[config.mk]
export PLATFORM = sky130hd
export DESIGN_NAME = dma_ahb_master
export DESIGN_NICKNAME = d
export VERILOG_FILES = /design/src/ahb_pkg.sv /design/src/dma_pkg.sv /design/src/dma_ahb_master.sv
export VERILOG_INCLUDE_DIRS = /design/src /design/src/src
export SDC_FILE = /design/constraint.sdc
export NUM_CORES = 1
export LEC_CHECK = 0
export BUFFER_PORTS_ARGS = -buffer_cell sky130_fd_sc_hd__buf_2
export CAP_MARGIN = 10
export CELL_PAD_IN_SITES_DETAIL_PLACEMENT = 0
export CELL_PAD_IN_SITES_GLOBAL_PLACEMENT = 2
export CORE_ASPECT_RATIO = 0.7
export CORE_MARGIN = 5
export CORE_UTILIZATION = 39
export CTS_CLUSTER_DIAMETER = 120
export DETAILED_ROUTE_END_ITERATION = 6
export PLACE_DENSITY_LB_ADDON = 0.1
export SLEW_MARGIN = 30
export SYNTH_ARGS = -nofsm -noshare
export SYNTH_HDL_FRONTEND = slang
export SYNTH_SLANG_ARGS = --single-unit
[constraint.sdc]
create_clock -name HCLK -period 10.8 [get_ports HCLK]
set_clock_uncertainty 0.05 [all_clocks]
set_input_delay 1.08 -clock HCLK [delete_from_list [all_inputs] [get_ports HCLK]]
set_output_delay 1.08 -clock HCLK [all_outputs]
set_load 0.005 [all_outputs]
[src/dma_params.svh]
`ifndef DMA_PARAMS_SVH
`define DMA_PARAMS_SVH

// Bus data and address width
`define DMA_DATA_W 32

// On-chip SRAM size in 32-bit words
`define DMA_SRAM_WORDS 256

// Word index width, log2 of DMA_SRAM_WORDS
`define DMA_SRAM_AW 8

// HREADY-low cycles the SRAM adds to every data phase
`define DMA_WAIT_STATES 1

`endif

[src/ahb_pkg.sv]
`default_nettype none

package ahb_pkg;

    typedef enum logic [1:0] {
        TRANS_IDLE   = 2'b00,
        TRANS_BUSY   = 2'b01,
        TRANS_NONSEQ = 2'b10,
        TRANS_SEQ    = 2'b11
    } htrans_t;

    typedef enum logic [2:0] {
        SIZE_BYTE = 3'b000,
        SIZE_HALF = 3'b001,
        SIZE_WORD = 3'b010
    } hsize_t;

    typedef enum logic [2:0] {
        BURST_SINGLE = 3'b000,
        BURST_INCR   = 3'b001,
        BURST_WRAP4  = 3'b010,
        BURST_INCR4  = 3'b011
    } hburst_t;

    typedef enum logic {
        RESP_OKAY  = 1'b0,
        RESP_ERROR = 1'b1
    } hresp_t;

    localparam logic [3:0] HPROT_DATA = 4'b0001;  // Data access, user, no buffer/cache

endpackage

`default_nettype wire

[src/dma_pkg.sv]
`default_nettype none

package dma_pkg;

    // Copy engine states
    typedef enum logic [2:0] {
        ST_IDLE    = 3'd0,
        ST_RD_ADDR = 3'd1,  // First read address phase, bus otherwise idle
        ST_RD_DATA = 3'd2,  // Read data phase, write address on the bus
        ST_WR_DATA = 3'd3,  // Write data phase, next read address on the bus
        ST_DONE    = 3'd4
    } dma_state_t;

    // Byte count rounded up to words fits in 31 bits
    typedef logic [30:0] word_cnt_t;

endpackage

`default_nettype wire

[src/dma_ahb_master.sv]
`default_nettype none
`timescale 1ns/1ps
`include "dma_params.svh"

module dma_ahb_master
    import ahb_pkg::*;
    import dma_pkg::*;
(
    input  wire                     HCLK,
    input  wire                     HRESETn,
    input  wire                     start,
    input  wire  [`DMA_DATA_W-1:0]  src_addr,
    input  wire  [`DMA_DATA_W-1:0]  dest_addr,
    input  wire  [`DMA_DATA_W-1:0]  size,
    output logic                    busy,
    output logic                    done,
    output logic                    error,
    output logic [`DMA_DATA_W-1:0]  HADDR,
    output htrans_t                 HTRANS,
    output logic                    HWRITE,
    output hsize_t                  HSIZE,
    output hburst_t                 HBURST,
    output logic [3:0]              HPROT,
    output logic                    HMASTLOCK,
    output logic [`DMA_DATA_W-1:0]  HWDATA,
    input  wire  [`DMA_DATA_W-1:0]  HRDATA,
    input  wire                     HREADY,
    input  wire  hresp_t            HRESP
);

    dma_state_t             state;
    dma_state_t             state_nxt;
    word_cnt_t              idx;        // Word being copied
    word_cnt_t              idx_nxt;
    word_cnt_t              idx_inc;
    word_cnt_t              total;
    word_cnt_t              size_words;
    logic [`DMA_DATA_W-1:0] src_q;
    logic [`DMA_DATA_W-1:0] dest_q;
    logic [`DMA_DATA_W-1:0] haddr_nxt;
    htrans_t                htrans_nxt;
    logic                   hwrite_nxt;
    logic                   err_nxt;
    logic                   accept;
    logic                   capture;
    logic                   more_words;

    // Round byte count up to whole words
    assign size_words = {1'b0, size[31:2]} + word_cnt_t'(|size[1:0]);
    assign idx_inc    = idx + word_cnt_t'(1);
    assign more_words = idx_inc < total;
    assign accept     = start && (state == ST_IDLE || state == ST_DONE);

    assign busy  = (state == ST_RD_ADDR) || (state == ST_RD_DATA) || (state == ST_WR_DATA);
    assign done  = (state == ST_DONE);

    // Single word transfers only
    assign HSIZE     = SIZE_WORD;
    assign HBURST    = BURST_SINGLE;
    assign HPROT     = HPROT_DATA;
    assign HMASTLOCK = 1'b0;

    always_comb begin
        state_nxt  = state;
        htrans_nxt = HTRANS;
        hwrite_nxt = HWRITE;
        haddr_nxt  = HADDR;
        idx_nxt    = idx;
        err_nxt    = error;
        capture    = 1'b0;
        case (state)
            ST_IDLE, ST_DONE: begin
                if (start) begin
                    err_nxt = 1'b0;
                    idx_nxt = '0;
                    if (size_words == '0) begin
                        state_nxt = ST_DONE;    // Nothing to move
                    end else begin
                        state_nxt  = ST_RD_ADDR;
                        htrans_nxt = TRANS_NONSEQ;
                        hwrite_nxt = 1'b0;
                        haddr_nxt  = src_addr;
                    end
                end
            end
            ST_RD_ADDR: begin
                if (HREADY) begin
                    state_nxt  = ST_RD_DATA;
                    htrans_nxt = TRANS_NONSEQ;
                    hwrite_nxt = 1'b1;
                    haddr_nxt  = dest_q + {idx[29:0], 2'b00};
                end
            end
            ST_RD_DATA: begin
                if (HRESP == RESP_ERROR) begin
                    if (HREADY) begin
                        state_nxt = ST_DONE;
                        err_nxt   = 1'b1;
                    end else begin
                        htrans_nxt = TRANS_IDLE;    // Cancel pending write
                    end
                end else if (HREADY) begin
                    capture   = 1'b1;
                    state_nxt = ST_WR_DATA;
                    if (more_words) begin
                        htrans_nxt = TRANS_NONSEQ;
                        hwrite_nxt = 1'b0;
                        haddr_nxt  = src_q + {idx_inc[29:0], 2'b00};
                    end else begin
                        htrans_nxt = TRANS_IDLE;
                    end
                end
            end
            ST_WR_DATA: begin
                if (HRESP == RESP_ERROR) begin
                    if (HREADY) begin
                        state_nxt = ST_DONE;
                        err_nxt   = 1'b1;
                    end else begin
                        htrans_nxt = TRANS_IDLE;
                    end
                end else if (HREADY) begin
                    idx_nxt = idx_inc;
                    if (more_words) begin
                        // Next read address was just taken
                        state_nxt  = ST_RD_DATA;
                        htrans_nxt = TRANS_NONSEQ;
                        hwrite_nxt = 1'b1;
                        haddr_nxt  = dest_q + {idx_inc[29:0], 2'b00};
                    end else begin
                        state_nxt = ST_DONE;
                    end
                end
            end
            default: begin
                state_nxt  = ST_IDLE;
                htrans_nxt = TRANS_IDLE;
            end
        endcase
    end

    always_ff @(posedge HCLK or negedge HRESETn) begin
        if (!HRESETn) begin
            state  <= ST_IDLE;
            HTRANS <= TRANS_IDLE;
            HWRITE <= 1'b0;
            idx    <= '0;
            total  <= '0;
            error  <= 1'b0;
        end else begin
            state  <= state_nxt;
            HTRANS <= htrans_nxt;
            HWRITE <= hwrite_nxt;
            idx    <= idx_nxt;
            error  <= err_nxt;
            if (accept) begin
                total <= size_words;
            end
        end
    end

    // Job addresses and the word buffer
    always_ff @(posedge HCLK) begin
        HADDR <= haddr_nxt;
        if (accept) begin
            src_q  <= src_addr;
            dest_q <= dest_addr;
        end
        if (capture) begin
            HWDATA <= HRDATA;
        end
    end

endmodule

`default_nettype wire

======== Word-level counts from Yosys, hierarchy flattened ========
Index checks and enable logic that the tools add are counted.
cells by class
  reductions and logical operators ........ 17
  div/mod/pow operators ................... 0
  bitwise operators ....................... 0
  $lt $le $gt $ge ......................... 1
  equality and inequality tests ........... 18
  shift-type cells ........................ 0
  mux-type cells .......................... 51
  multiply operators ...................... 0
  add/sub/neg operators ................... 5
operator list
  cell                     number
  $mux W32                 9
  $pmux W32 S4             1
  $add A32 B32 Y32         3
  $mux W31                 3
  $pmux W31 S2             1
  $add A30 B1 Y31          1
  $add A31 B1 Y31 const B  1
  $logic_not A31 Y1        1
  $lt A31 B31 Y1           1
  $mux W3                  9
  $mux W2                  10
  $ne A2 B2 Y1 const B     9
  $mux W1                  14
  $pmux W3 S4              1
  $reduce_and A4 Y1        3
  $reduce_and A10 Y1       1
  $ne A3 B3 Y1 const B     3
  $pmux W2 S4              1
  $eq A3 B2 Y1 const B     2
  $reduce_and A6 Y1        1
  $reduce_or A2 Y1         3
  $ne A2 B1 Y1 const B     2
  $pmux W1 S4              1
  $reduce_bool A2 Y1       2
  other kinds (7)          9
word-level totals
  memories ................................ 0
  latch bits .............................. 0
  register bits ........................... 197
  word-level logic and storage cells ...... 102
  input port bits ......................... 133
  ROM bits ................................ 0
  RAM bits ................................ 0
  output and inout bits ................... 81

======== Logic depth before layout (Yosys ltp) ========
Gate-level depths: netlist (run 1).
  depth after elaboration ................. 6
  gate-level depth with buffers ........... 19
  gate-level depth less buffers ........... 18

======== Worst setup path before layout (run 1) ========
Ideal clock, no wire load.
  kind .................................... reg-to-reg
  start point ............................. register idx[1]
  end point ............................... register HADDR[0] (enable)
  cell stages (with the launch flop) ...... 17
  setup time .............................. 0.376 ns
  path buffers ............................ 0
  slack ................................... 6.276 ns
  required time ........................... 10.374 ns
  arrival ................................. 4.097 ns
  path through ............................ dfrtp_1 > ha_1 > nand3_1 > or3_1 > nor3_4 > nand3_1 > nor2_1 > nand4_1 > nor2_1 > xor2_1 > ha_1 > a21o_1 > a21o_1 > a21oi_1 > nand2_1 > o21ai_0 > o221a_2
between the ends
  cells in the longest elaborated chain, start to end .. 4
  elaborated cells between the ends (all ways) .. 5
  those cells by class .................... add/sub: 1; order compare: 1; eq/ne: 2; reduce/logical: 1
ends and longest elaborated chain
  what                                   RTL line               source
  from (decl)                            dma_ahb_master.sv:33   word_cnt_t idx;
  from (signal assigned)                 dma_ahb_master.sv:154  idx <= idx_nxt;
  $add A31 B1 Y31 *                      dma_ahb_master.sv:50   assign idx_inc = idx + word_cnt_t'(1);
  $lt A31 B31 Y1 *                       dma_ahb_master.sv:51   assign more_words = idx_inc < total;
  $ne A2 B2 Y1 (no source line)          --
  $reduce_and A10 Y1 (no source line) *  --
  to (signal assigned)                   dma_ahb_master.sv:164  HADDR <= haddr_nxt;
  to (decl)                              dma_ahb_master.sv:18   output logic [`DMA_DATA_W-1:0] HADDR,
Mark *: on every way between the ends. The rest lies on a longest branch, timed or not.
A chain may end at the register's enable or synchronous reset.

======== Worst setup path after layout (run 1) ========
  start point ............................. register state[1]
  end point ............................... register HADDR[30] (data pin)
between the ends
  cells in the longest elaborated chain, start to end .. 3
  elaborated cells between the ends (all ways) .. 7
  those cells by class .................... eq/ne: 4; mux: 1; reduce/logical: 2
ends and longest elaborated chain
  what                                                     RTL line               source
  from (decl)                                              dma_ahb_master.sv:31   dma_state_t state;
  from (signal assigned)                                   dma_ahb_master.sv:151  state <= state_nxt;
  $eq A3 B3 Y1 / $logic_not A3 Y1 (equally long branches)  dma_ahb_master.sv:71   case (state)
  $reduce_or A2 Y1                                         dma_ahb_master.sv:71
  $pmux W32 S4 *                                           dma_ahb_master.sv:71
  named net haddr_nxt[30]                                  dma_ahb_master.sv:40   logic [`DMA_DATA_W-1:0] haddr_nxt;
The timed path passes the listed nets; every way through them passes the cells marked *.

==> results.py, run 1 <==
metrics = {
    "logic_synthesis": {
        "synthTopCellsByArea": "edfxtp_1 (30%), dfrtp_1 (13%), ha_1 (8.9%)",
        "yosysTopAreaCell": "edfxtp_1",
        "synth_xor_area_share_pct": 7.88,
        "synthFlopType": "edfxtp_1",
        "yosysWarnings": 0,
        "yosys-top-cells-count": "edfxtp_1 (128), nand2_1 (106), o21ai_0 (106)",
        "netlist_instances": 1296,
        "yosysSeqAreaShare_pct": 43.1,
        "synth_edf_count": 128,
        "syn_avg_cell_area_um2": 9.96,
        "synth_compound_area_share_pct": 18.5,
        "synth.top_cell.area_share_pct": 29.8,
        "netlist_area_um2": 12900,
        "synth-seq-cells": 197,
        "synth_top_family_by_area": "compound AO/OA/AOI/OAI gates",
        "async_reset_ff_share_pct": 35.0,
        "synth.most_common_cell": "edfxtp_1",
        "synthDistinctLibCells": 83,
        "yosys.area_share.simple_pct": 14.3,
        "synthAdderAreaFrac_pct": 9.23,
        "synthMuxAreaShare_pct": 2.86,
    },
    "place": {
        "io_buffers": 202,
        "post-dp-hpwl_um": 30900,
        "placed_area_um2": 14300,
        "place_inst": 1885,
        "routabilityCongestion": 0.898,
        "pre_cts_slack_ps": 5150,
    },
    "drt": {
        "routedWlPerCell_um": 21.3,
        "drcViolationCount": 0,
        "routed_wl_um": 40900,
        "via_count": 10600,
        "ant_nets": 0,
        "vias_per_cell": 5.53,
        "first_pass_iters": 7,
        "drt_iter0_drc": 879,
    },
    "run": {
        "drv_cap": 0,
    },
    "clock_network": {
        "root_buffer": "clkbuf_16",
        "clk_latency_ps": 470,
        "hold_buffers": 0,
        "path_clk_slew_ps": 90,
        "cts_buffers": 17,
        "htree_levels": 4,
        "cts.sinks": 197,
        "cts.path.max_buffers": 2,
        "cts_tree": "yes",
        "post_cts_buffers": 0,
        "cts_resized": 0,
    },
    "sta": {
        "setup_viol": 0,
        "tns_ps": 0,
        "period_share_pct": 53.9,
        "finalWorstSetupSlack_ps": 4980,
        "rsz0062_at_grt": "false",
        "hold_ws_ps": 437,
        "relSlewSlack_pct": 33.5,
        "finalHoldViolCount": 0,
        "fmax_mhz": 172,
        "slew_viol_final": 0,
        "final.min_clock_period_ps": 5820,
        "worstMarginPinSlew_ps": 995,
    },
    "cells_and_area": {
        "final_core_utilization_pct": 46.1,
        "drive_gt1_share_pct": 20.8,
        "design_area_um2": 15000,
        "fillers": 3188,
        "area_growth_pct": 16.0,
        "final_cells": 1917,
        "nNetsFinal": 1704,
        "diodes": 0,
    },
    "power_and_ir_drop": {
        "p_seq_share_pct": 39.6,
        "p_total_mw": 2.90,
        "powerDensity_nw_per_um2": 193,
        "max-vdd-ir-drop_mv": 0.123,
        "power.switching_mw": 1.15,
        "p_clk_share_pct": 23.1,
        "p_int_mw": 1.75,
        "swShare_pct": 39.7,
        "p_leak_nw": 6.46,
        "pwr-share-comb_pct": 37.3,
    },
    "worst_setup_path": {
        "path_cells": "clkinv_1, nor2_1, nand2_2, mux2_2, ha_1, inv_1, fa_1, nor2b_1, o31a_1, o21a_1, o41ai_2, o311ai_1, a21oi_1, o41ai_1, xnor2_1, o221ai_1",
        "crit_type": "reg -> reg",
        "critPathSlowestCell": "dfrtp_1",
        "critPathRequiredTime_ps": 10930,
        "cpPeakStageDelay_ps": 860,
        "cp.arrival_ps": 5950,
        "crit_fanout": 30,
        "crit_path_start_kind": "flop",
        "cp-end-kind": "flop",
    },
    "die": {
        "io_pins": 214,
        "core_area_um2": 32500,
        "start_util_pct": 39.7,
        "die_h_um": 162,
        "die_width_um": 227,
        "num_rows": 55,
        "die_area_um2": 36900,
    },
    "grt": {
        "grt_pass1_wl_um": 60900,
        "overflow": 0,
        "antenna_found_initial": 0,
        "grtUsageTotal_pct": 21.7,
        "grt_pass1_vias": 10200,
        "grt_max_degree": 54,
    },
    "outcome": {
        "status": "finished, final reports clean",
    },
    "min_path": {
        "min_path_type": "reg -> reg",
    },
}
layout by cell type (no fill, tap or decap), types with 10 or more instances in the layout:
cell type	n
buf_2	202
edfxtp_1	128
o21ai_0	106
nand2_1	105
ha_1	92
nor2_1	75
a21oi_1	73
dfrtp_1	69
xnor2_1	66
inv_1	58
nand3_1	50
xor2_1	47
mux2_2	31
a21o_1	31
nand4_1	25
nor3_1	22
a22oi_1	19
o31ai_1	18
and3_1	17
clkbuf_16	17
a31oi_1	16
a211oi_1	13
conb_1	11
buf_4	11
or3_1	10
nor2b_1	10
o21bai_1	10
state kept, by name, summed over array words and instances (netlist names):
name    flops
HWRITE      1
HWDATA     32
total      31
idx        31
src_q      32
HTRANS      2
HADDR      32
dest_q     32
state       3
error       1
power by group through the flow:
| stage | combinational [mW] | clock, mW | sequential, mW |
|---|---|---|---|
| floorplan | 0.663 | 0 | 1.14 |
| global placement | 1.08 | 0 | 1.16 |
| detailed placement | 1.08 | 0 | 1.16 |
| CTS | 1.09 | 0.686 | 1.15 |
| global route | 1.19 | 0.717 | 1.17 |
| finish | 1.08 | 0.669 | 1.15 |
cell families after synthesis:
family                   Yosys count
AO/OA/AOI/OAI                    370
AND/OR/NAND/NOR                  363
flip-flops                       197
buffers and inverters            123
XOR/XNOR                         114
adder cells (fa/ha/maj)           94
multiplexers                      33
other                              2
worst paths after layout:
check,from,end,slack [ps],cells past startpoint
worst max-delay path,state[1],HADDR[30],4980,16
worst min-delay path,total[29],total[29],440,2
worst max register to register,state[1],HADDR[30],4980,16
worst min register to register,total[29],total[29],440,2
max in group asynchronous,HRESETn,idx[8],9560,3
min in group asynchronous,HRESETn,idx[25],560,2
per-layer routing:
metal | global-route usage (%) | part of all wire [%] | wire [um] | up-vias
met1 | 33.1 | 50 | 20500 | 5113
li1 | - | - | - | 5184
met2 | 32.3 | 44 | 18000 | 281
met3 | 4.23 | 4.7 | 1920 | 22
met4 | 3.61 | 1.0 | 409 | 0
met5 | 0 | 0 | 0 | -
worst max-delay path: cells and delay by family, from the launching register on:
family	cells	cell delay [ps]
adders and majority gates	2	620
AOI/OAI and AO/OA	7	1780
buffers and inverters	2	580
muxes	1	430
DFF	1	860
xor gates and xnor gates	1	170
and+or+nand+nor	3	1010
final cells by class:
class	instances	area, um2	share of cell area (%)
Multi-Input combinational cell	985	6890	46.0
Inverter	62	234	1.56
Clock buffer	17	425	2.84
Clock inverter	15	200	1.34
Sequential cell	197	5570	37.2
Timing Repair Buffer	214	1120	7.49
Tap cell	427	534	3.57
(Power assumes the default switching activity.)
==> inputs of run 2 (changes only) <==
--- a/config.mk
+++ b/config.mk
@@ -6,13 +6,14 @@
 export SDC_FILE = /design/constraint.sdc
 export NUM_CORES = 1
 export LEC_CHECK = 0
+export ABC_AREA = 1
 export BUFFER_PORTS_ARGS = -buffer_cell sky130_fd_sc_hd__buf_2
 export CAP_MARGIN = 10
 export CELL_PAD_IN_SITES_DETAIL_PLACEMENT = 0
 export CELL_PAD_IN_SITES_GLOBAL_PLACEMENT = 2
 export CORE_ASPECT_RATIO = 0.7
 export CORE_MARGIN = 5
-export CORE_UTILIZATION = 39
+export CORE_UTILIZATION = 34
 export CTS_CLUSTER_DIAMETER = 120
 export DETAILED_ROUTE_END_ITERATION = 6
 export PLACE_DENSITY_LB_ADDON = 0.1
==> constraint.sdc (replaced) <==
create_clock -name HCLK -period 6 [get_ports HCLK]
set_clock_uncertainty 0.05 [all_clocks]
set_input_delay 0.6 -clock HCLK [delete_from_list [all_inputs] [get_ports HCLK]]
set_output_delay 0.6 -clock HCLK [all_outputs]
set_load 0.005 [all_outputs]
==> run 2 against run 1 <==
Effect of this change: the run now ends with design-rule violations left; die area grew 24%; setup slack got worse by 4100 ps; utilization shrank 6.2 points; non-clock buffer count is 5 lower; clock power up 94%; sequential power rose by 82%; total power increased by 99%; first-iteration DRC count rose by 39%; synthesized area is 9.2% higher; largest power group is now combinational logic; highest routed layer unchanged.
==> results.py, run 2 <==
metrics = {
    "grt": {
        "grt_pass1_vias": 12500,
        "grt_max_degree": 62,
        "met3_usage_pct": 5.70,
        "grt_busiest_layer": "met1",
        "overflow": 0,
        "grtUsageTotal_pct": 22.4,
        "use_met1_pct": 35.4,
        "gr-usage-met2_pct": 30.9,
        "grt_pass1_wl_um": 77700,
        "antenna_found_initial": 0,
    },
    "clock_network": {
        "cts_resized": 0,
        "clk_latency_ps": 480,
        "path_clk_slew_ps": 100,
        "cts_tree": "yes",
        "cts.path.max_buffers": 2,
        "hold_buffers": 0,
        "htree_levels": 4,
        "cts_buffers": 17,
        "root_buffer": "clkbuf_16",
        "cts.sinks": 197,
        "post_cts_buffers": 0,
    },
    "cells_and_area": {
        "final_core_utilization_pct": 39.9,
        "nNetsFinal": 2281,
        "diodes": 0,
        "area_growth_pct": 16.0,
        "drive_gt1_share_pct": 16.6,
        "final_cell_mix": "nand2_1 (539), inv_1 (209), buf_2 (201)",
        "final_common_cell": "nand2_1",
    },
    "power_and_ir_drop": {
        "powerDensity_nw_per_um2": 352,
        "power.switching_mw": 2.53,
        "p_total_mw": 5.76,
        "max-vdd-ir-drop_mv": 0.358,
        "p_int_mw": 3.23,
        "p_clk_share_pct": 22.5,
        "p_seq_share_pct": 36.2,
        "pwr-share-comb_pct": 41.3,
        "swShare_pct": 43.9,
        "p_leak_nw": 7.67,
    },
    "drt": {
        "drt_iter0_drc": 1223,
        "routed_wl_um": 52400,
        "first_pass_iters": 7,
        "routedWlPerCell_um": 20.1,
        "via_count": 13100,
        "ant_nets": 0,
        "drcViolationCount": 4,
        "vias_per_cell": 5.02,
    },
    "place": {
        "pre_cts_slack_ps": 1060,
        "io_buffers": 202,
        "routabilityCongestion": 0.932,
        "post-dp-hpwl_um": 43200,
    },
    "run": {
        "drv_cap": 0,
    },
    "logic_synthesis": {
        "netlist_instances": 1853,
        "synthFlopType": "edfxtp_1",
        "synthTopCellsByArea": "edfxtp_1 (27%), nand2_1 (14%), dfrtp_1 (12%)",
        "yosysWarnings": 0,
        "synth.top_cell.area_share_pct": 27.3,
        "synth.most_common_cell": "nand2_1",
        "synth-seq-cells": 197,
        "syn_avg_cell_area_um2": 7.61,
        "yosys-top-cells-count": "nand2_1 (539), inv_1 (210), nor2_1 (160)",
        "synthDistinctLibCells": 49,
        "netlist_area_um2": 14100,
        "synth_edf_count": 128,
        "yosysSeqAreaShare_pct": 39.5,
        "async_reset_ff_share_pct": 35.0,
        "yosysTopAreaCell": "edfxtp_1",
    },
    "die": {
        "die_width_um": 253,
        "die_h_um": 180,
        "num_rows": 62,
        "core_area_um2": 41000,
        "start_util_pct": 34.4,
        "io_pins": 214,
        "die_area_um2": 45700,
    },
    "worst_setup_path": {
        "critPathRequiredTime_ps": 6160,
        "startpoint": "state[1]",
        "crit_type": "reg -> reg",
        "cp.arrival_ps": 5320,
        "crit_fanout": 34,
        "timing.rr.start": "state[1]",
        "crit_path_start_kind": "flop",
        "cp-end-kind": "flop",
    },
    "sta": {
        "setup_viol": 0,
        "rsz0062_at_grt": "false",
        "slew_viol_final": 0,
        "period_share_pct": 85.9,
        "finalHoldViolCount": 0,
        "relSlewSlack_pct": 41.9,
        "worstMarginPinSlew_ps": 864,
        "fmax_mhz": 194,
        "final.min_clock_period_ps": 5160,
        "finalWorstSetupSlack_ps": 844,
        "tns_ps": 0,
    },
    "outcome": {
        "status": "finished with violations",
        "violations": "design-rule violations",
    },
    "min_path": {
        "min_path_type": "in -> async",
    },
}
==> run 2: path summary, 6_finish.rpt <==
path	endpoint	slack, ps	depth (start not counted)
max	HADDR[29]	840	19
min	total[25]	8	1
max reg2reg	HADDR[29]	840	19
min reg2reg	total[18]	440	2
max in group asynchronous	idx[8]	5280	2
min in group HCLK	HWDATA[20]	240	1
==> run 2: metal layers <==
metal / wire, um / share of wire, %
met1: 26600 / 51
met2: 21100 / 40
met3: 3970 / 7.6
met4: 675 / 1.3
met5: 0 / 0
==> run 2: cell families (layout without fill, tap and decap cells) <==
logic type               Yosys count  in the layout  share of synthesized area, %
XOR/XNOR                          31             31                          1.93
flip-flops                       197            197                          39.5
AND/OR/NAND/NOR                  975            975                          30.5
adder cells (fa/ha/maj)           94             94                          8.45
buffers and inverters            260            465                          7.40
AO/OA/AOI/OAI                    294            294                          12.2
other                              2             11                        0.0533
==> run 2: stage by stage <==
stage	cell area, um2	instances	hold WS [ps]
after floorplan	14100	1862	254
after global placement	15700	2578	425
after detailed placement	15700	2579	428
after CTS	16400	2611	26.3
after global routing	16400	2611	43.5
final	16400	2611	7.97
==> run 2: final cells by class <==
| cell class | instances | area (um2) |
|---|---|---|
| Sequential cell | 197 | 5570 |
| Clock inverter | 15 | 233 |
| Multi-Input combinational cell | 1405 | 7520 |
| Fill cell | 4324 | 24600 |
| Timing Repair Buffer | 209 | 1080 |
| Clock buffer | 17 | 425 |
| Tap cell | 544 | 681 |
| Inverter | 224 | 843 |
==> run 2: critical path, stage by stage (launching register included) <==
cell and delay (ps):
dfrtp_1 460, inv_2 90, nor2_4 570, inv_2 460, nor2_4 190, inv_2 300, nand2_1 150, nand2_1 90
ha_1 360, nand2_1 150, nor3_1 340, nor2_1 200, o21ai_0 620, nand2_1 100, nand2_1 210, nand2_1 190
nand2_1 100, nand2_1 50, nand3_1 80, nand3_1 100
==> run 2: power by group through the flow <==
stage          Sequential, mW  Combinational [mW]  Clock [mW]
4_1_cts                  2.09                2.40        1.33
3_5_place_dp             2.11                2.38           0
3_3_place_gp             2.12                2.38           0
5_1_grt                  2.12                2.67        1.38
6_report                 2.09                2.38        1.30
2_1_floorplan            2.09                1.48           0
